### config.mk
export PLATFORM = sky130hd
export DESIGN_NAME = apb_regs
export DESIGN_NICKNAME = d
export VERILOG_FILES = /design/src/pov_pkg.sv /design/src/apb_regs.sv
export SDC_FILE = /design/constraint.sdc
export NUM_CORES = 1
export LEC_CHECK = 0
export BUFFER_PORTS_ARGS = -buffer_cell sky130_fd_sc_hd__clkbuf_2
export CAP_MARGIN = 20
export CORE_ASPECT_RATIO = 0.75
export CORE_MARGIN = 2
export CORE_UTILIZATION = 40
export DETAILED_ROUTE_END_ITERATION = 12
export GPL_ROUTABILITY_DRIVEN = 0
export GPL_TIMING_DRIVEN = 1
export PLACE_DENSITY = 0.66
export SLEW_MARGIN = 20
export SYNTH_ARGS = -nofsm -noshare
export SYNTH_HDL_FRONTEND = slang
export SYNTH_SLANG_ARGS = --single-unit
### constraint.sdc
create_clock -name clk_33 -period 5.55 [get_ports clk_33]
set_input_delay 0.2775 -clock clk_33 [delete_from_list [all_inputs] [get_ports clk_33]]
set_output_delay 0.2775 -clock clk_33 [all_outputs]
set_load 0.005 [all_outputs]
### src/pov_pkg.sv
`default_nettype none

package pov_pkg;

    // Display geometry
    localparam int MULTIPLEXING   = 8;
    localparam int LED_PER_DRIVER = 16;
    localparam int ROW_SIZE       = 80;
    localparam int COLUMN_SIZE    = 48;
    localparam int IMAGE_SIZE     = ROW_SIZE * COLUMN_SIZE;
    localparam int N_LANES        = 30;
    localparam int LANE_DEPTH     = MULTIPLEXING * LED_PER_DRIVER;
    localparam int POKER_MODE     = 9;

    // Bus widths and counter widths
    localparam int RAM_ADDR_W = 32;
    localparam int PIXEL_W    = 16;
    localparam int APB_ADDR_W = 8;
    localparam int APB_DATA_W = 32;
    localparam int BLANK_W    = 16;
    localparam int MUL_W      = $clog2(MULTIPLEXING);
    localparam int LED_W      = $clog2(LED_PER_DRIVER);
    localparam int SLOT_W     = $clog2(POKER_MODE);
    localparam int ROW_W      = $clog2(COLUMN_SIZE);
    localparam int COL_W      = $clog2(ROW_SIZE);

    // Two interleaved drivers per 16 pixel wide block, five blocks across
    localparam int LANES_PER_BAND = 2 * ROW_SIZE / LED_PER_DRIVER;

    localparam logic [BLANK_W-1:0] BLANK_DEFAULT = BLANK_W'(80);

    // APB register map
    localparam logic [APB_ADDR_W-1:0] REG_RAM_BASE  = 8'h0;
    localparam logic [APB_ADDR_W-1:0] REG_BLANK_LEN = 8'h4;
    localparam logic [APB_ADDR_W-1:0] REG_SLICE_CNT = 8'h8;

    // RGB565 with red on top and blue at the bottom
    typedef logic [PIXEL_W-1:0] pixel_t;
    typedef logic [4:0] lane_idx_t;
    typedef logic [6:0] lane_addr_t;

    // Drivers sit in bands of 16 rows, neighbours share a block column by column parity
    function automatic lane_idx_t lane_of(input logic [ROW_W-1:0] row,
                                          input logic [COL_W-1:0] col);
        return lane_idx_t'(int'(row[ROW_W-1:LED_W]) * LANES_PER_BAND
                           + int'(col[COL_W-1:LED_W]) * 2 + int'(col[0]));
    endfunction

    // LED row selects the group of 8, the column pair selects the multiplexed column
    function automatic lane_addr_t lane_addr_of(input logic [ROW_W-1:0] row,
                                                input logic [COL_W-1:0] col);
        return {row[LED_W-1:0], col[LED_W-1:1]};
    endfunction

    // Returns the pixel bit for a colour and slot, the top bit flags a padding slot
    // Green fills slots 8 to 3, red and blue only slots 8 to 4
    function automatic logic [4:0] slot_bit(input logic [1:0] rgb,
                                            input logic [SLOT_W-1:0] slot);
        if (rgb == 2'd1) begin
            return (slot >= SLOT_W'(3)) ? {1'b0, 4'(slot + 4'd2)} : 5'b10000;
        end
        if (slot < SLOT_W'(4)) begin
            return 5'b10000;
        end
        return (rgb == 2'd0) ? {1'b0, 4'(slot + 4'd7)} : {1'b0, 4'(slot - 4'd4)};
    endfunction

endpackage

`default_nettype wire

### src/apb_regs.sv
`timescale 1ns/1ps
`default_nettype none

module apb_regs (
    input  logic                             clk_33,
    input  logic                             nrst,
    input  logic [pov_pkg::APB_ADDR_W-1:0]   paddr,
    input  logic                             psel,
    input  logic                             penable,
    input  logic                             pwrite,
    input  logic [pov_pkg::APB_DATA_W-1:0]   pwdata,
    output logic [pov_pkg::APB_DATA_W-1:0]   prdata,
    output logic                             pready,
    output logic                             pslverr,
    input  logic                             load_done,
    output logic [pov_pkg::RAM_ADDR_W-1:0]   ram_base,
    output logic [pov_pkg::BLANK_W-1:0]      blank_len
);
    import pov_pkg::*;

    logic                  access;
    logic                  known;
    logic [APB_DATA_W-1:0] slice_cnt;

    // Zero wait states
    assign pready = 1'b1;
    assign access = psel && penable;
    assign known  = (paddr == REG_RAM_BASE) || (paddr == REG_BLANK_LEN)
                    || (paddr == REG_SLICE_CNT);

    // The slice counter is read only, so writing it is an error too
    assign pslverr = access && (!known || (pwrite && paddr == REG_SLICE_CNT));

    always_comb begin
        case (paddr)
            REG_RAM_BASE:  prdata = ram_base;
            REG_BLANK_LEN: prdata = APB_DATA_W'(blank_len);
            REG_SLICE_CNT: prdata = slice_cnt;
            default:       prdata = '0;
        endcase
    end

    always_ff @(posedge clk_33) begin
        if (!nrst) begin
            ram_base  <= '0;
            blank_len <= BLANK_DEFAULT;
            slice_cnt <= '0;
        end else begin
            if (access && pwrite && paddr == REG_RAM_BASE) begin
                ram_base <= pwdata;
            end
            if (access && pwrite && paddr == REG_BLANK_LEN) begin
                blank_len <= pwdata[BLANK_W-1:0];
            end
            // One count per slice fully copied into the framebuffer
            if (load_done) begin
                slice_cnt <= slice_cnt + 1'b1;
            end
        end
    end

    // A setup phase must be followed by its access phase on the same select
    assert property (@(posedge clk_33) disable iff (!nrst)
        psel && !penable |=> psel && penable);

endmodule

`default_nettype wire

* After elaboration in Yosys (flattened, before gate mapping) *
Index checks and enable logic that the tools add are counted.

storage, ports and cells
  flip-flop bits (word level) = 80
  bits of input ports = 46
  output and inout port bits = 82
  logic and storage cells = 18

operators by class
  $add $sub $neg = 1
  equal/unequal tests = 2
  multiplexer cells = 1
  reductions and logical operators = 11

operators by type and width
  cell                                                             number
  32-bit one-hot mux with 3 select lines                           1
  32-bit by 1-bit adder with 32-bit output, second input constant  1
  8-bit by 3-bit == test with 1-bit output, second input constant  1
  8-bit by 4-bit == test with 1-bit output, second input constant  1
  8-bit zero test                                                  1
  1-bit logical AND                                                6
  1-bit logical OR                                                 3
  1-bit zero test                                                  1

* Depth between registers and ports, before layout *
Gate-level depths: netlist of the first run.

  word-level depth = 6
  depth in mapped cells = 7
  gate-level depth less buffers = 5

* Worst setup path before layout of the first run *
Ideal clock, no wire load.

  path type = in2out
  from = in paddr[7] (netlist bit)
  to = out prdata[17] (netlist bit)
  arrival time = 1.741 ns
  required time = 5.273 ns
  setup slack = 3.531 ns
  stages on the path = 5
  path buffers = 1
  path through = nor4_2 nand2_1 nor3b_2 clkbuf_1 a22o_1

on the way
  cells in the longest elaborated chain, start to end = 2
  elaborated cells on any way between the ends = 4
  classes of those cells = eq/ne: 2; mux: 1; reduce/logical: 1

ends and longest elaborated chain
  what                                                              RTL line        text
  start, declared                                                   apb_regs.sv:7   input logic [pov_pkg::APB_ADDR_W-1:0] paddr,
  8-bit by 4-bit == test with 1-bit output (tied with other cells)  apb_regs.sv:35  case (paddr)
  32-bit one-hot mux with 3 select lines *                          apb_regs.sv:35
  end, declared                                                     apb_regs.sv:12  output logic [pov_pkg::APB_DATA_W-1:0] prdata,

Mark *: on every way between the ends. The rest lies on a longest branch, timed or not.

* Worst setup path after layout of the first run *
  from = in paddr[7] (netlist bit)
  to = out prdata[19] (netlist bit)

Same word-level chain as after synthesis.

==> metrics.md, run 1 <==
| Metric | Value |
|---|---|
| Cell repeated most along the worst path | `clkbuf_2` |
| Detailed-route vias per instance | `5.310` |
| Type of element launching the critical path | `input pin` |
| Critical setup path kind | `in -> out` |
| Clock latency on the worst-skew pair | `roughly 0.33 ns` |
| Share of flip-flops with an asynchronous set or reset | `0` |
| Post-synthesis net count | `519` |
| Maximum buffer depth of the clock tree | `2` |
| Post-route fraction of the period consumed by the critical path | `0.5059` |
| Total Die Area | `about 10000 µm²` |
| Total of cells resized after clock tree synthesis | `0` |
| # nets final | `a little over 600` |
| Final critical delay including setup and external delays | `2.808 ns` |
| Max-slew violation count | `0` |
| Measured slew at the worst slew-check pin | `0.8220 ns` |
| Wire length of the first global-routing pass | `15940 µm` |
| Hold Buf Count CTS | `0` |
| Largest net degree at the start of global routing | `70` |
| VDD IR max | `187.7 µV` |
| Number of global-route vias before repair | `3221` |
| Worst hold-check path type | `in -> reg` |
| Total global routing track utilization | `0.1967` |
| Final WL | `approximately 10000 µm` |
| Total core area | `9159 µm²` |
| CP max FO | `18` |
| TritonCTS clock tree | `yes` |
| Slowest Stage Delay on Critical Path | `0.81 ns` |
| Layout Utilization | `0.5178` |
| Library cell used as clock root buffer | `clkbuf_16` |
| Worst Hold Path Cells | `3` |
| Required time at the endpoint of the critical path | `5.27 ns` |
| Clock skew | `0.007082 ns` |
| Total clock buffers created by CTS | `9` |
| Post-synth EDFFs | `0` |
| Depth of the worst register-to-register path | `4` |
| Tightest slew margin relative to the limit | `0.4512` |
| Post-CTS Setup Inserts | `0` |
| Starting density of the core | `0.4153` |
| Post-Syn Area | `roughly 3800 µm²` |
| Clock input transition at the sequential cells of the worst setup and hold paths | `0.06 ns` |
| Number of primary I/O pins | `128` |
| Power density cells | `between 200 and 250 nW/µm²` |
| Worst slack at placement | `2.476 ns` |
| Avg Synthesized Cell Area | `8.059 µm²` |
| Pre-Repair DR Iteration Count | `4` |
| Routed wire per std cell | `14.38 µm` |
| Residual antenna-violating net count after detailed routing | `0` |
| Final Hold Fails | `0` |
| HPWL after detailed placement | `between 7000 and 8000 µm` |
| DRC violations left | `0` |
| Count of input and output buffers | `126` |
| Final worst-path setup slack | `2.742 ns` |
| Crit end category | `output pin` |
| Status | `finished, final reports clean` |
| Number of antenna diodes | `0` |
| Cell type of the slowest stage on the worst timing path | `nor3b_4` |
| Yosys warns | `0` |
| Area added between synthesis and finish | `24.67%` |
| Remaining global-route overflow | `0` |
| Height of the die | `a little under 90 µm` |
| Seq/Total Area, Yosys | `0.4211` |
| Signal arrival time at the worst endpoint | `2.53 ns` |
| Clock Sink Count | `80` |
| CTS HTree Levels | `3` |
| Number of library cell types mapped by synthesis | `37` |
| Gate Count Post-Synth | `472` |
| Number of antenna violations at the first check in global routing | `0` |
| Top FF cell, synth | `dfxtp_1` |
| Number of violations of the max-capacitance limit | `0` |
| Number of vias in the routed layout | `3754` |
| Ratio of cells with drive above 1 in the final layout | `0.2504` |
| Setup TNS Final | `0 ns` |
| Horizontal die dimension | `116.6 µm` |
| Smallest hold slack | `about 0.16 ns` |
| Crit path cell chain | `clkbuf_2, nor4_2, nand2_1, nor3b_4, a22o_1, clkbuf_2` |
| Synth Register Bits | `80` |
| Number of rows created at floorplan | `30` |
| RSZ-0062 raised after global routing | `no` |
| Pleak | `2.036 nW` |
| Setup violation total in the final timing report | `0` |
| Starting DRC count in detailed routing | `113` |
| Peak clock frequency supported by timing | `0.3562 GHz` |
[cells in the mapped netlist, drive strengths merged, types with 5 or more instances]
master,instances,area share
buf,14,0.019
nand3,42,0.055
or3,11,0.018
a22o,16,0.037
o31ai,8,0.016
or4,11,0.022
dfxtp,80,0.42
clkbuf,23,0.023
nor2,59,0.058
mux2i,33,0.087
nand2,48,0.047
o21ai,44,0.058
and4,5,0.012
nand4,13,0.021
xor2,8,0.018
a21oi,35,0.046
[critical path: cells and delay by family]
family,cells,cell delay [ns]
and+or+nand+nor,3,1.79
buffers and inverters,2,0.21
AOI/OAI and AO/OA,1,0.25
[flip-flops by register name (all words and copies together) (netlist names)]
signal and flops:
ram_base 32, slice_cnt 32, blank_len 16
[final cells by class]
cell class	instances	area [µm²]
fill	887	4417
clock buffer	15	267.8
timing repair buffer	129	653.1
inverter	3	11.26
sequential	80	1602
tap	128	160.2
multi-input combinational	352	2048
[logic make-up after synthesis]
logic type | count (synthesis) | share of synthesized area
other cells | 1 | 0.0009859
flops | 80 | 0.4211
mux | 33 | 0.08684
fa+ha+maj | 1 | 0.003289
simple gates | 200 | 0.2559
buf+inv | 40 | 0.04441
compound gates | 107 | 0.1645
xor+xnor | 10 | 0.02303
[stage by stage]
| stage | std cells | total power [mW] | instance area, µm² |
|---|---|---|---|
| 6_report | 707 | 1.178 | 4742 |
| 5_1_grt | 707 | 1.223 | 4742 |
| 4_1_cts | 707 | 1.194 | 4730 |
| 3_5_place_dp | 692 | 0.6495 | 4462 |
| 3_3_place_gp | 692 | 0.6481 | 4459 |
| 2_1_floorplan | 472 | 0.6243 | 3804 |
[worst paths after layout]
path | startpoint | end | slack [ns]
min | pwdata[18] | ram_base[18] | 0.16
max reg2reg | slice_cnt[7] | slice_cnt[28] | 3.25
max | paddr[7] | prdata[19] | 2.74
min reg2reg | ram_base[3] | ram_base[3] | 0.47
[where the power goes]
group          total [mW]  internal (mW)  switching, mW
Combinational      0.0583         0.0221         0.0362
Clock               0.541          0.326          0.215
Sequential          0.579          0.576        0.00281
Total                1.18          0.924          0.254
[per-layer routing]
metal | vias to the layer above | global-route usage | share of wire
met4 | 0 | 0.02567 | 0.0017
met2 | 108 | 0.3140 | 0.43
met5 | - | 0 | 0
met3 | 2 | 0.06164 | 0.066
li1 | 1896 | - | -
met1 | 1748 | 0.2715 | 0.50
[layout by cell type, fill, tap and decap left out, types with 3 or more instances in the layout]
cell and count:
a22o_1 16, and4_1 5, or4_1 11, nand2_1 48
nor2_1 59, clkbuf_1 4, nand4_1 13, nand3_1 42
a21oi_1 35, o21ai_1 42, o31ai_1 8, xor2_1 8
clkbuf_16 9, dfxtp_1 80, or3_1 11, clkbuf_2 126
mux2i_1 33, and3_1 3, buf_4 3
Note: power is estimated with default switching activity, not from simulation.
==> inputs of run 2 (changes only) <==
--- a/config.mk
+++ b/config.mk
@@ -13,7 +13,7 @@
 export DETAILED_ROUTE_END_ITERATION = 12
 export GPL_ROUTABILITY_DRIVEN = 0
 export GPL_TIMING_DRIVEN = 1
-export PLACE_DENSITY = 0.66
+export PLACE_DENSITY = 0.68
 export SLEW_MARGIN = 20
 export SYNTH_ARGS = -nofsm -noshare
 export SYNTH_HDL_FRONTEND = slang
==> constraint.sdc (replaced) <==
create_clock -name clk_33 -period 2.4 [get_ports clk_33]
set_input_delay 0.12 -clock clk_33 [delete_from_list [all_inputs] [get_ports clk_33]]
set_output_delay 0.12 -clock clk_33 [all_outputs]
set_load 0.005 [all_outputs]
==> run 2 against run 1 <==
  * Sequential power is 130% higher
  * Cell count is 3.0% higher
  * Utilization is 2.3 points higher
  * Total power is 150% higher
  * Via count is 1.5% higher
  * Non-clock buffer count is 20 higher
  * Final area is 4.5% higher
  * Flip-flop and latch count stayed put
  * Clock power grew to 2.6 times the previous value
  * Register-to-register slack worse by 3.0 ns
  * Critical path depth is 2 lower
==> metrics.md, run 2 (same netlist as run 1, synthesis figures left out) <==
| Metric | Value |
|---|---|
| Critical setup path kind | `reg -> reg` |
| Area added between synthesis and finish | `30.26%` |
| Clock latency on the worst-skew pair | `0.33 ns` |
| Setup TNS Final | `0 ns` |
| Number of rows created at floorplan | `30` |
| CTS HTree Levels | `3` |
| Layout Utilization | `0.5410` |
| Final critical delay including setup and external delays | `2.184 ns` |
| Total Die Area | `10310 µm²` |
| Final WL | `10610 µm` |
| Measured slew at the worst slew-check pin | `0.6859 ns` |
| Post-CTS Setup Inserts | `0` |
| Register-to-register path setup slack | `0.22 ns` |
| Max-slew violation count | `0` |
| Starting DRC count in detailed routing | `241` |
| Most frequent standard cell in the layout excluding fill and tap cells | `clkbuf_2` |
| Setup violation total in the final timing report | `0` |
| HPWL after detailed placement | `7553 µm` |
| Detailed-route vias per instance | `5.234` |
| Type of element launching the critical path | `flop` |
| Power, Total | `2.916 mW` |
| Pre-Repair DR Iteration Count | `4` |
| Peak clock frequency supported by timing | `0.4579 GHz` |
| Registers with the most flip-flops | `ram_base (32), slice_cnt (32), blank_len (16)` |
| Total clock buffers created by CTS | `9` |
| Required time at the endpoint of the critical path | `2.65 ns` |
| Routed wire per std cell | `14.57 µm` |
| Hold Buf Count CTS | `11` |
| Number of vias in the routed layout | `3810` |
| Number of global-route vias before repair | `3528` |
| Signal arrival time at the worst endpoint | `about 2.4 ns` |
| Crit end category | `flop` |
| Clock input transition at the sequential cells of the worst setup and hold paths | `0.06 ns` |
| # nets final | `642` |
| Clock Sink Count | `80` |
| Residual antenna-violating net count after detailed routing | `0` |
| Height of the die | `88.45 µm` |
| CP max FO | `16` |
| Maximum buffer depth of the clock tree | `2` |
| Total global routing track utilization | `0.2133` |
| Power density cells | `~590 nW/µm²` |
| Count of input and output buffers | `126` |
| Ratio of cells with drive above 1 in the final layout | `0.2633` |
| TritonCTS clock tree | `yes` |
| Smallest hold slack | `0.006376 ns` |
| Horizontal die dimension | `116.6 µm` |
| Total core area | `9159 µm²` |
| Number of filler cells placed in the layout | `901` |
| Starting density of the core | `0.4153` |
| Worst hold-check path type | `in -> reg` |
| Commonest cells after routing, fill and taps aside | `126 x clkbuf_2, 80 x dfxtp_1, 59 x nor2_1` |
| Total of cells resized after clock tree synthesis | `0` |
| Remaining global-route overflow | `0` |
| Pleak | `~2.1 nW` |
| Number of antenna diodes | `0` |
| Largest net degree at the start of global routing | `69` |
| Final Hold Fails | `0` |
| Status | `finished, final reports clean` |
| Tightest slew margin relative to the limit | `0.5427` |
| Library cell used as clock root buffer | `clkbuf_16` |
| Number of violations of the max-capacitance limit | `0` |
| Number of antenna violations at the first check in global routing | `0` |
| Clock skew | `0.007800 ns` |
| DRC violations left | `0` |
| Number of primary I/O pins | `128` |
| RSZ-0062 raised after global routing | `no` |
| VDD IR max | `308.9 µV` |
| Wire length of the first global-routing pass | `17450 µm` |
| Post-route fraction of the period consumed by the critical path | `0.9100` |
run 2: changes by cell type in the layout (fill, tap and decap cells not counted), sizes merged:
| cell | delta |
|---|---|
| buf | +9 |
| dlygate4sd3 | +11 |
| clkinvlp | +1 |
| clkinv | +2 |
| bufinv | +1 |
| clkbuf | -3 |
run 2: stage by stage:
| step | setup WS [ns] | cells | area (µm²) |
|---|---|---|---|
| floorplan | 0.5403 | 472 | 3804 |
| global placement | 0.3258 | 701 | 4527 |
| detailed placement | 0.2403 | 701 | 4527 |
| CTS | 0.2240 | 728 | 4955 |
| global route | 0.06882 | 728 | 4955 |
| finish | 0.2160 | 728 | 4955 |
run 2: worst paths after layout:
check / from / end / depth (start not counted)
max: slice_cnt[7] / slice_cnt[26] / 4
min: pwdata[25] / ram_base[25] / 3
max reg2reg: slice_cnt[7] / slice_cnt[26] / 4
min reg2reg: ram_base[22] / ram_base[22] / 2
run 2: where the power goes:
part           total (mW)  switching [mW]  internal [mW]  leakage (nW)
Combinational       0.152          0.0862         0.0660          1.34
Sequential           1.34         0.00508           1.33         0.644
Clock                1.43           0.537          0.891         0.155
Total                2.92           0.628           2.29          2.14
run 2: layer usage:
layer  vias up  track usage  wire [µm]
li1       1941            -          -
met1      1756       0.3015       5315
met2       103       0.3203       4524
met3        10      0.06507        642
met4         0      0.05241        125
met5         -            0          0
run 2: final cells by class:
cell class / count / area, µm² / area share
Tap cell: 128 / 160.2 / 0.03232
Inverter: 3 / 11.26 / 0.002273
Clock buffer: 12 / 266.5 / 0.05379
Clock inverter: 4 / 51.30 / 0.01035
Multi-Input combinational cell: 352 / 2033 / 0.4104
Timing Repair Buffer: 149 / 830.8 / 0.1677
Sequential cell: 80 / 1602 / 0.3232
run 2: worst max-delay path: stages, from the launching register on:
cell,delay (ns)
dfxtp_1,0.43
nand4_1,0.17
or4_1,0.78
or4_1,0.55
a21oi_1,0.17
==> inputs of run 3 (changes only) <==
--- a/config.mk
+++ b/config.mk
@@ -5,6 +5,7 @@
 export SDC_FILE = /design/constraint.sdc
 export NUM_CORES = 1
 export LEC_CHECK = 0
+export ABC_CLOCK_PERIOD_IN_PS = 2400
 export BUFFER_PORTS_ARGS = -buffer_cell sky130_fd_sc_hd__clkbuf_2
 export CAP_MARGIN = 20
 export CORE_ASPECT_RATIO = 0.75
@@ -13,7 +14,9 @@
 export DETAILED_ROUTE_END_ITERATION = 12
 export GPL_ROUTABILITY_DRIVEN = 0
 export GPL_TIMING_DRIVEN = 1
+export HOLD_SLACK_MARGIN = 0.02
 export PLACE_DENSITY = 0.68
+export SKIP_CTS_REPAIR_TIMING = 1
 export SLEW_MARGIN = 20
 export SYNTH_ARGS = -nofsm -noshare
 export SYNTH_HDL_FRONTEND = slang
==> run 3 against run 2 <==
  * The run now ends with hold timing left
  * Clock skew is essentially flat
  * Fmax grew 0.32%
  * Clock power is essentially flat
  * Clock-buffer cell count is the same
  * Combinational power is essentially flat
  * Die area is the same
  * Critical path type unchanged
  * Largest cell class unchanged
  * Highest routed layer unchanged
==> metrics.md, run 3 (same netlist as run 1, synthesis figures left out) <==
| Metric | Value |
|---|---|
| Worst hold-check path type | `in -> reg` |
| Switching power | `between 0.6 and 0.7 mW` |
| Registers with the most flip-flops | `ram_base (32), slice_cnt (32), blank_len (16)` |
| Proportion of power drawn by the clock network | `0.491` |
| Clock Sink Count | `80` |
| Total core area | `9159 µm²` |
| Final critical delay including setup and external delays | `2.177 ns` |
| TritonCTS clock tree | `yes` |
| # nets final | `640` |
| Total clock buffers created by CTS | `9` |
| RSZ-0062 raised after global routing | `no` |
| Smallest hold slack | `-0.002133 ns` |
| Clock input transition at the sequential cells of the worst setup and hold paths | `~0.06 ns` |
| Number of violations of the max-capacitance limit | `0` |
| Number of global-route vias before repair | `3489` |
| Power density cells | `591.4 nW/µm²` |
| Maximum buffer depth of the clock tree | `2` |
| Status | `finished with violations` |
| DRC violations left | `0` |
| Final WL | `10500 µm` |
| Setup violation total in the final timing report | `0` |
| Starting density of the core | `0.4153` |
| Horizontal die dimension | `116.6 µm` |
| Post-route fraction of the period consumed by the critical path | `0.9071` |
| Part of the total power dissipated in sequential elements | `0.458` |
| Number of filler cells placed in the layout | `906` |
| Portion of total power attributed to combinational logic | `0.051` |
| Crit end category | `flop` |
| Residual antenna-violating net count after detailed routing | `0` |
| CP max FO | `16` |
| Most frequent standard cell in the layout excluding fill and tap cells | `clkbuf_2` |
| Number of antenna diodes | `0` |
| Critical setup path kind | `reg -> reg` |
| Total Die Area | `10310 µm²` |
| Number of vias in the routed layout | `3826` |
| Routed wire per std cell | `14.46 µm` |
| Number of primary I/O pins | `128` |
| Required time at the endpoint of the critical path | `2.66 ns` |
| Pleak | `2.134 nW` |
| Number of rows created at floorplan | `30` |
| Largest net degree at the start of global routing | `69` |
| Ratio of cells with drive above 1 in the final layout | `0.2642` |
| Max-slew violation count | `0` |
| Starting DRC count in detailed routing | `233` |
| Peak clock frequency supported by timing | `about 0.46 GHz` |
| Measured slew at the worst slew-check pin | `0.6702 ns` |
| Area added between synthesis and finish | `29.74%` |
| Clock skew | `about 0.0079 ns` |
| Final Hold Fails | `3` |
| VDD IR max | `308.8 µV` |
| CTS HTree Levels | `3` |
| Commonest cells after routing, fill and taps aside | `126 x clkbuf_2, 80 x dfxtp_1, 59 x nor2_1` |
| Signal arrival time at the worst endpoint | `2.43 ns` |
| Library cell used as clock root buffer | `clkbuf_16` |
| Clock latency on the worst-skew pair | `0.33 ns` |
| P_int | `roughly 2.3 mW` |
| Wire length of the first global-routing pass | `17310 µm` |
| Setup TNS Final | `0 ns` |
| Pre-Repair DR Iteration Count | `4` |
| Number of antenna violations at the first check in global routing | `0` |
| Remaining global-route overflow | `0` |
| Count of input and output buffers | `approximately 130` |
| Total global routing track utilization | `0.2115` |
| Switching part of the total power | `0.2166` |
| Tightest slew margin relative to the limit | `0.5532` |
| Violations in the final reports | `hold timing` |
| HPWL after detailed placement | `7553 µm` |
| Height of the die | `88.45 µm` |
| Type of element launching the critical path | `flop` |
| Detailed-route vias per instance | `5.270` |
-- run 3: changes by cell type in the layout (fill, tap and decap cells not counted), sizes merged --
cell,change
dlygate4sd3,-2
-- run 3: metrics by stage --
step / cells / utilization / power, mW / area (µm²) / worst slack [ns]
floorplan: 472 / - / 1.444 / 3804 / 0.5403
global placement: 701 / 0.4943 / 1.502 / 4527 / 0.3258
detailed placement: 701 / 0.4943 / 1.504 / 4527 / 0.2403
CTS: 717 / 0.5290 / 2.936 / 4845 / 0.2240
global route: 726 / 0.5388 / 3.017 / 4935 / 0.06882
finish: 726 / 0.5388 / 2.918 / 4935 / 0.2230
-- run 3: cell type report --
class	instances	area [µm²]	area share
tap	128	160.2	0.03245
sequential	80	1602	0.3245
clock inverter	4	51.30	0.01040
inverter	3	11.26	0.002282
multi-input combinational	352	2033	0.4120
timing repair buffer	147	810.8	0.1643
clock buffer	12	266.5	0.05401
-- run 3: critical path: stages (launching register included) --
cell     delay (ns)
dfxtp_1        0.43
nand4_1        0.17
or4_1          0.78
or4_1          0.55
a21oi_1        0.17
-- run 3: per-layer routing --
metal,GRT usage,wire length [µm],share of wire
met5,0,0,0
met1,0.3028,5317,0.51
met2,0.3145,4513,0.43
met3,0.06438,581,0.055
met4,0.04920,89,0.0085
-- run 3: final timing paths --
path,from,to,slack (ns),depth (start not counted)
setup / recovery,slice_cnt[7],slice_cnt[26],0.22,4
hold / removal,pwdata[19],ram_base[19],-0.002,3
setup reg to reg,slice_cnt[7],slice_cnt[26],0.22,4
hold reg to reg,ram_base[22],ram_base[22],0.48,2
-- run 3: power by group through the flow --
stage               Combinational, mW  Clock [mW]  Sequential [mW]
floorplan                      0.0786           0             1.37
CTS                             0.139        1.46             1.34
detailed placement              0.138           0             1.37
global placement                0.137           0             1.37
finish                          0.149        1.43             1.34
global route                    0.166        1.51             1.34
